<file path="src/corr_pkg.sv">
//////////////////////////////
// Correlator sizes and packet layout
// Command opcodes and transmit states
//////////////////////////////

package corr_pkg;

	// Detector lines and counter geometry
	localparam int NUM_LINES = 4;
	localparam int RESOLUTION = 16;
	localparam int NUM_LAGS = 2;
	localparam int WORDS_PER_LINE = 1 + NUM_LAGS;
	localparam int NUM_WORDS = NUM_LINES * WORDS_PER_LINE;

	// Packet is header, flags, then two bytes per counter word
	localparam int PACKET_BYTES = 2 + NUM_WORDS * 2;
	localparam int DATA_BYTES = PACKET_BYTES - 2;
	localparam int BYTE_IDX_W = $clog2(DATA_BYTES);
	localparam logic [7:0] PACKET_HEADER = 8'hA5;

	// Upper nibble of a command byte
	typedef enum logic [3:0] {
		OP_NOP = 4'd0,
		OP_START = 4'd1,
		OP_STOP = 4'd2,
		OP_CLEAR = 4'd3,
		OP_SET_INVERT = 4'd4,
		OP_SET_EDGE = 4'd5
	} cmd_op_t;

	typedef enum logic [1:0] {
		IDLE,
		HEADER,
		FLAGS,
		DATA
	} tx_state_t;

endpackage

</file>
<file path="src/line_conditioner.sv">
//////////////////////////////
// Detector line input stage
// Sync, inversion, level or edge pulse
//////////////////////////////

`timescale 1ns/1ps

module line_conditioner (
	input  logic                           intclk,
	input  logic                           rst_n,
	input  logic [corr_pkg::NUM_LINES-1:0] line_in,
	input  logic [corr_pkg::NUM_LINES-1:0] invert_mask,
	input  logic [corr_pkg::NUM_LINES-1:0] edge_mask,
	output logic [corr_pkg::NUM_LINES-1:0] pulse
);
	import corr_pkg::*;

	logic [NUM_LINES-1:0] sync_0;
	logic [NUM_LINES-1:0] sync_1;
	logic [NUM_LINES-1:0] level;
	logic [NUM_LINES-1:0] prev_level;
	logic [NUM_LINES-1:0] rise;

	// Conditioned level after the mask
	assign level = sync_1 ^ invert_mask;
	assign rise = level & ~prev_level;

	// Two stage synchroniser on the raw detector lines
	always_ff @(posedge intclk or negedge rst_n) begin
		if (!rst_n) begin
			sync_0 <= '0;
			sync_1 <= '0;
		end else begin
			sync_0 <= line_in;
			sync_1 <= sync_0;
		end
	end

	// Edge lines give one cycle per rising level, others pass the level
	always_ff @(posedge intclk or negedge rst_n) begin
		if (!rst_n) begin
			prev_level <= '0;
			pulse <= '0;
		end else begin
			prev_level <= level;
			pulse <= (rise & edge_mask) | (level & ~edge_mask);
		end
	end

endmodule

</file>
<file path="src/cmd_parser.sv">
//////////////////////////////
// Command byte decoder
// Integration level, clear and dump, mode masks
//////////////////////////////

`timescale 1ns/1ps

module cmd_parser (
	input  logic                           intclk,
	input  logic                           rst_n,
	input  logic [7:0]                     rx_byte,
	input  logic                           rx_strobe,
	input  logic                           tx_active,
	output logic                           integrating,
	output logic                           clear,
	output logic                           dump,
	output logic [corr_pkg::NUM_LINES-1:0] invert_mask,
	output logic [corr_pkg::NUM_LINES-1:0] edge_mask
);
	import corr_pkg::*;

	cmd_op_t              op;
	logic [NUM_LINES-1:0] mask_arg;
	logic                 start_ok;

	assign op = cmd_op_t'(rx_byte[7:4]);
	assign mask_arg = rx_byte[NUM_LINES-1:0];

	// No new window while a packet is pending or on the wire
	assign start_ok = !tx_active && !dump;

	always_ff @(posedge intclk or negedge rst_n) begin
		if (!rst_n) begin
			integrating <= 1'b0;
			clear <= 1'b0;
			dump <= 1'b0;
			invert_mask <= '0;
			edge_mask <= '0;
		end else begin
			clear <= 1'b0;
			dump <= 1'b0;
			if (rx_strobe) begin
				case (op)
					OP_NOP: begin
					end
					OP_START: begin
						if (start_ok)
							integrating <= 1'b1;
					end
					OP_STOP: begin
						// dump only on a real end of window
						if (integrating) begin
							integrating <= 1'b0;
							dump <= 1'b1;
						end
					end
					OP_CLEAR: begin
						clear <= 1'b1;
					end
					OP_SET_INVERT: begin
						invert_mask <= mask_arg;
					end
					OP_SET_EDGE: begin
						edge_mask <= mask_arg;
					end
					default: begin
					end
				endcase
			end
		end
	end

endmodule

</file>
<file path="src/line_channel.sv">
//////////////////////////////
// Per line pulse and lag counters
// Saturating, sticky overflow
//////////////////////////////

`timescale 1ns/1ps

module line_channel (
	input  logic                                              intclk,
	input  logic                                              rst_n,
	input  logic                                              pulse_in,
	input  logic                                              integrating,
	input  logic                                              clear,
	output logic [corr_pkg::RESOLUTION-1:0]                   count,
	output logic [corr_pkg::NUM_LAGS*corr_pkg::RESOLUTION-1:0] lag_count,
	output logic                                              overflow
);
	import corr_pkg::*;

	// hist[k] holds the pulse from k+1 cycles ago
	logic [NUM_LAGS-1:0]            hist;
	logic [RESOLUTION-1:0]          count_next;
	logic [NUM_LAGS*RESOLUTION-1:0] lag_next;
	logic [NUM_LAGS:0]              sat_now;
	logic                           hit;

	assign hit = integrating & pulse_in;

	always_comb begin
		count_next = count;
		lag_next = lag_count;
		sat_now = '0;
		if (hit && !(&count)) begin
			count_next = count + 1'b1;
			sat_now[0] = &count_next;
		end
		for (int k = 0; k < NUM_LAGS; k++) begin
			// Coincidence with the sample k+1 cycles back
			if (hit && hist[k] && !(&lag_count[k*RESOLUTION +: RESOLUTION])) begin
				lag_next[k*RESOLUTION +: RESOLUTION] =
					lag_count[k*RESOLUTION +: RESOLUTION] + 1'b1;
				sat_now[k + 1] = &lag_next[k*RESOLUTION +: RESOLUTION];
			end
		end
	end

	always_ff @(posedge intclk or negedge rst_n) begin
		if (!rst_n) begin
			hist <= '0;
			count <= '0;
			lag_count <= '0;
			overflow <= 1'b0;
		end else if (clear) begin
			hist <= '0;
			count <= '0;
			lag_count <= '0;
			overflow <= 1'b0;
		end else begin
			// history runs whether or not integrating
			hist <= {hist[NUM_LAGS-2:0], pulse_in};
			count <= count_next;
			lag_count <= lag_next;
			overflow <= overflow | (|sat_now);
		end
	end

endmodule

</file>
<file path="src/packet_tx.sv">
//////////////////////////////
// Result packet sender
// Snapshot on dump, one byte per free cycle
//////////////////////////////

`timescale 1ns/1ps

module packet_tx (
	input  logic                                               intclk,
	input  logic                                               rst_n,
	input  logic                                               dump,
	input  logic                                               tx_busy,
	input  logic [corr_pkg::NUM_WORDS*corr_pkg::RESOLUTION-1:0] counts,
	input  logic [corr_pkg::NUM_LINES-1:0]                      overflow,
	output logic [7:0]                                         tx_byte,
	output logic                                               tx_strobe,
	output logic                                               tx_active
);
	import corr_pkg::*;

	tx_state_t             state;
	logic [BYTE_IDX_W-1:0] byte_idx;
	logic [RESOLUTION-1:0] snap [NUM_WORDS];
	logic [NUM_LINES-1:0]  flags_snap;
	logic [RESOLUTION-1:0] cur_word;
	logic                  last_byte;

	assign tx_active = (state != IDLE);
	assign tx_strobe = tx_active && !tx_busy;

	// Two bytes per word, high byte on even index
	assign cur_word = snap[byte_idx[BYTE_IDX_W-1:1]];
	assign last_byte = (byte_idx == BYTE_IDX_W'(DATA_BYTES - 1));

	// Counter snapshot taken when a packet starts
	always_ff @(posedge intclk) begin
		if (state == IDLE && dump) begin
			for (int w = 0; w < NUM_WORDS; w++)
				snap[w] <= counts[w*RESOLUTION +: RESOLUTION];
			flags_snap <= overflow;
		end
	end

	always_ff @(posedge intclk or negedge rst_n) begin
		if (!rst_n) begin
			state <= IDLE;
			byte_idx <= '0;
		end else begin
			case (state)
				IDLE: begin
					byte_idx <= '0;
					if (dump)
						state <= HEADER;
				end
				HEADER: begin
					if (!tx_busy)
						state <= FLAGS;
				end
				FLAGS: begin
					if (!tx_busy)
						state <= DATA;
				end
				DATA: begin
					// busy holds the current byte
					if (!tx_busy) begin
						if (last_byte) begin
							state <= IDLE;
							byte_idx <= '0;
						end else begin
							byte_idx <= byte_idx + 1'b1;
						end
					end
				end
				default: begin
					state <= IDLE;
				end
			endcase
		end
	end

	always_comb begin
		case (state)
			HEADER: tx_byte = PACKET_HEADER;
			FLAGS: tx_byte = 8'(flags_snap);
			DATA: begin
				if (byte_idx[0])
					tx_byte = cur_word[7:0];
				else
					tx_byte = cur_word[RESOLUTION-1 -: 8];
			end
			default: tx_byte = 8'h00;
		endcase
	end

endmodule

</file>
<file path="src/corr_top.sv">
//////////////////////////////
// Pulse correlator top level
// Parser, conditioner, channels, packet sender
//////////////////////////////

`timescale 1ns/1ps

module corr_top (
	input  logic                           intclk,
	input  logic                           rst_n,
	input  logic [7:0]                     rx_byte,
	input  logic                           rx_strobe,
	input  logic [corr_pkg::NUM_LINES-1:0] line_in,
	input  logic                           tx_busy,
	output logic [7:0]                     tx_byte,
	output logic                           tx_strobe,
	output logic                           tx_active,
	output logic                           integrating,
	output logic [corr_pkg::NUM_LINES-1:0] overflow
);
	import corr_pkg::*;

	logic                            clear;
	logic                            dump;
	logic [NUM_LINES-1:0]            invert_mask;
	logic [NUM_LINES-1:0]            edge_mask;
	logic [NUM_LINES-1:0]            pulse;
	logic [NUM_WORDS*RESOLUTION-1:0] counts;

	cmd_parser u_parser (
		.intclk      (intclk),
		.rst_n       (rst_n),
		.rx_byte     (rx_byte),
		.rx_strobe   (rx_strobe),
		.tx_active   (tx_active),
		.integrating (integrating),
		.clear       (clear),
		.dump        (dump),
		.invert_mask (invert_mask),
		.edge_mask   (edge_mask)
	);

	line_conditioner u_cond (
		.intclk      (intclk),
		.rst_n       (rst_n),
		.line_in     (line_in),
		.invert_mask (invert_mask),
		.edge_mask   (edge_mask),
		.pulse       (pulse)
	);

	// Word order per line is count, lag 1, lag 2
	for (genvar i = 0; i < NUM_LINES; i++) begin : g_line
		line_channel u_channel (
			.intclk      (intclk),
			.rst_n       (rst_n),
			.pulse_in    (pulse[i]),
			.integrating (integrating),
			.clear       (clear),
			.count       (counts[i*WORDS_PER_LINE*RESOLUTION +: RESOLUTION]),
			.lag_count   (counts[(i*WORDS_PER_LINE+1)*RESOLUTION +: NUM_LAGS*RESOLUTION]),
			.overflow    (overflow[i])
		);
	end

	packet_tx u_tx (
		.intclk    (intclk),
		.rst_n     (rst_n),
		.dump      (dump),
		.tx_busy   (tx_busy),
		.counts    (counts),
		.overflow  (overflow),
		.tx_byte   (tx_byte),
		.tx_strobe (tx_strobe),
		.tx_active (tx_active)
	);

endmodule

</file>
<file path="config.mk">
export PLATFORM = sky130hd
export DESIGN_NAME = corr_top
export DESIGN_NICKNAME = d
export VERILOG_FILES = /design/src/corr_pkg.sv /design/src/line_conditioner.sv /design/src/cmd_parser.sv /design/src/line_channel.sv /design/src/packet_tx.sv /design/src/corr_top.sv
export SDC_FILE = /design/constraint.sdc
export NUM_CORES = 1
export LEC_CHECK = 0
export BUFFER_PORTS_ARGS = -buffer_cell sky130_fd_sc_hd__buf_2
export CAP_MARGIN = 20
export CORE_ASPECT_RATIO = 1.4
export CORE_MARGIN = 1.5
export CORE_UTILIZATION = 35
export DETAILED_ROUTE_END_ITERATION = 6
export HOLD_SLACK_MARGIN = 0.1
export PLACE_DENSITY = 0.54
export SYNTH_ARGS = -nofsm -noshare
export SYNTH_HDL_FRONTEND = slang
export SYNTH_SLANG_ARGS = --single-unit
</file>
<file path="constraint.sdc">
create_clock -name intclk -period 18.9 [get_ports intclk]
set_input_delay 2.835 -clock intclk [delete_from_list [all_inputs] [get_ports intclk]]
set_output_delay 2.835 -clock intclk [all_outputs]
set_load 0.01 [all_outputs]
</file>
==> results.py <==
metrics = {
    "min_path": {
        "hold_path.startpoint": "u_cond.sync_0[2]",
        "min_to": "u_cond.sync_1[2]",
        "min_path_cells": 0,
        "hp-class": "register to register",
    },
    "die": {
        "core_sq_um": 58590,
        "initial_core_util_pct": 35.47,
        "die_w_microns": 208.9,
        "std_cell_rows": 105,
        "dieArea_sq_um": 60870,
        "die_h_microns": 291.3,
        "io_pins": 31,
    },
    "clock_network": {
        "cts_root_buf": "clkbuf_16",
        "cts_hold_buffers": 0,
        "numCtsBuffers": 43,
        "clock_latency_ns": 0.56,
        "cts.sinks": 434,
        "clk_transition_reported_paths_ns": 0.06,
        "cts_max_level": 2,
        "post_cts_buffers": 0,
        "cts_tree": "yes",
        "post_cts_resized": 0,
        "cts_buffer_depth": 3,
    },
    "synth": {
        "synth_top_area_share_pct": 28.66,
        "synthTopCellsByArea": "dfrtp_1 (29%), edfxtp_1 (28%), xor2_1 (4.6%), mux4_2 (4.4%), nor2_1 (4.2%)",
        "synth_top_family_by_area": "simple AND/OR/NAND/NOR gates",
        "synth.avg_cell_area_sq_um": 11.70,
        "yosys_warnings": 0,
        "synthAdderAreaFrac_pct": 1.746,
        "synth_seq_cells": 434,
        "syn-num-nets": 1822,
        "synth_xor_xnor_area_share_pct": 8.049,
        "synth_compound_area_share_pct": 5.780,
        "synth_cells": 1777,
        "synth_edf_count": 196,
        "netlist_area_sq_um": 20780,
        "synthFlopType": "dfrtp_1",
        "ys_seq_area_share_pct": 56.98,
        "synthMuxAreaShare_pct": 7.092,
        "async_flop_share_pct": 54.84,
        "synth_cell_types": 73,
        "synthSimpleGateAreaFrac_pct": 17.92,
        "yosysTopAreaCell": "dfrtp_1",
    },
    "drt": {
        "ant_nets": 0,
        "first_iter_violations": 1056,
        "vias": 14110,
        "drt_wl_total_mm": 54.46,
        "remaining_drc_errors": 0,
        "wl_per_cell_microns": 21.25,
        "drt_pre_antenna_iters": 6,
        "vias_per_cell": 5.506,
    },
    "power_and_ir_drop": {
        "power.leakage_uw": 0.008704,
        "peakVddDrop_mv": 0.08993,
        "power.total_uw": 2471,
        "powerDensity_nw_per_um2": 107.3,
    },
    "critical_path": {
        "rr_startpoint": "u_tx.state[1]",
        "r2r-end": "u_tx.snap[11][14]",
        "end_kind": "primary output",
        "max_stage_delay_ns": 0.70,
        "cp_top_family": "multiplexers",
        "crit_type": "register to primary output",
        "cp.arrival_ns": 3.38,
        "worst_ep_required_time_ns": 16.07,
        "start_kind": "register",
        "r2r_slack_ns": 14.67,
        "worst-r2r-cell-count": 7,
        "path_buf_inv": 2,
        "cp_cell_sequence": "buf_4, mux4_1, mux2_2, mux4_2, nand3_1, nand2_1, buf_2",
        "cp_slowest_cell": "mux4_1",
        "crit_fanout": 51,
    },
    "status": {
        "status": "finished clean",
    },
    "placed_design": {
        "gp_congestion": 0.8930,
        "pre_cts_slack_ns": 12.86,
        "place_hpwl_mm": 37.94,
        "io_buffers": 30,
    },
    "flow_run": {
        "maxCapViolCount": 0,
    },
    "grt": {
        "use_met3_pct": 1.791,
        "grt_max_degree": 166,
        "met2_usage_pct": 32.75,
        "grt_util_met1_pct": 21.54,
        "antenna_found_initial": 0,
        "top_usage_layer": "met2",
        "grt_pass1_vias": 13740,
        "grt_use_total_pct": 17.95,
        "grt_pass1_wl_mm": 84.19,
        "gr-total-overflow": 0,
    },
    "sta": {
        "hold_viol_final": 0,
        "fin_crit_sh_pct": 32.88,
        "setup_slack_ns": 12.69,
        "fmax_mhz": 160.9,
        "post-route-min-period_ns": 6.214,
        "worst_hold_slack_ns": 0.3485,
        "setup_violations": 0,
        "setup_tns_ns": 0,
        "rsz0062_at_grt": "no",
        "worstMarginPinSlew_ns": 1.052,
        "max_slew_margin_pct": 29.86,
        "skew_ns": 0.01642,
        "slew_viol_final": 0,
    },
    "finish": {
        "syn_to_final_growth_pct": 10.78,
        "diodes": 0,
        "drive_gt1_share_pct": 10.09,
        "utilization_pct": 39.29,
        "nets": 1825,
    },
}
## where the power goes
group          switching, uW  internal, uW
clock network            367           477
registers                154          1080
logic                    235           154
total                    756          1710
## synthesized netlist by cell type, types with 13 or more instances
library cell,number
nand2_1,140
a21oi_1,37
clkbuf_1,63
inv_1,34
nor2b_1,16
ha_1,29
mux2_2,17
or3_1,14
nor2_1,233
nor3_1,43
xnor2_1,83
o21ai_0,34
and3_1,30
nand4_1,77
and2_1,13
nor4_1,28
a211oi_1,18
dfrtp_1,238
edfxtp_1,196
and4_1,13
xor2_1,108
nand3_1,98
mux4_2,41
## stage by stage
stage	area, sq um	instances
floorplan	20780	1777
global placement	21610	2482
detailed placement	21610	2482
CTS	22980	2561
global route	23020	2563
finish	23020	2563
## worst max path at each step
stage	end	depth (start not counted)	slack, ns	startpoint
after CTS	tx_byte[5]	7	12.64	u_tx.byte_idx[1]
after floorplan	u_tx.flags_snap[0]	5	8.92	u_tx.state[1]
after global placement	tx_strobe	3	12.87	tx_busy
after global routing	tx_byte[5]	7	12.48	u_tx.byte_idx[1]
final	tx_byte[5]	7	12.69	u_tx.byte_idx[1]
after detailed placement	tx_strobe	3	12.86	tx_busy
## cells in the final DEF, fill, tap and decap left out, types with 34 or more instances in the layout
cell,Yosys,routed
dfrtp_1,238,235
nor2_1,233,232
edfxtp_1,196,196
nand2_1,140,140
xor2_1,108,108
nand3_1,98,98
xnor2_1,83,83
nand4_1,77,77
clkbuf_16,0,46
nor3_1,43,43
mux4_2,41,41
a21oi_1,37,37
inv_1,34,34
o21ai_0,34,34
## metal layers
metal | vias to the layer above | part of all wire, %
li1 | 6492 | -
met1 | 7151 | 39
met2 | 372 | 53
met3 | 98 | 3.7
met4 | 0 | 3.7
met5 | - | 0
## cells by family (layout without fill, tap and decap cells)
| kind of cell | count (synthesis) | after routing |
|---|---|---|
| simple gates | 755 | 755 |
| buf+inv | 118 | 155 |
| compound gates | 174 | 174 |
| xor+xnor | 191 | 191 |
| flops | 434 | 434 |
| fa+ha+maj | 29 | 29 |
| mux | 76 | 76 |
## registers in the layout, summed over array words and instances (netlist names), 2 cells and up
register and count:
u_parser.invert_mask 4, u_tx.byte_idx 5, u_tx.flags_snap 4, g_line.u_channel.lag_count 128, u_cond.sync_1 4, u_cond.prev_level 4, g_line.u_channel.hist 8, u_tx.state 2
u_cond.sync_0 4, u_tx.snap 192, u_parser.edge_mask 4, g_line.u_channel.count 64, g_line.u_channel.overflow 4, u_cond.pulse 4
## area by class of cell
type	instances	area, sq um
Clock inverter	17	117.6
Clock buffer	62	1255
Multi-Input combinational cell	1225	8451
Timing Repair Buffer	42	287.8
Sequential cell	434	11850
Fill cell	5608	35570
Inverter	34	127.6
Tap cell	749	937.1
(Power assumes the default switching activity.)
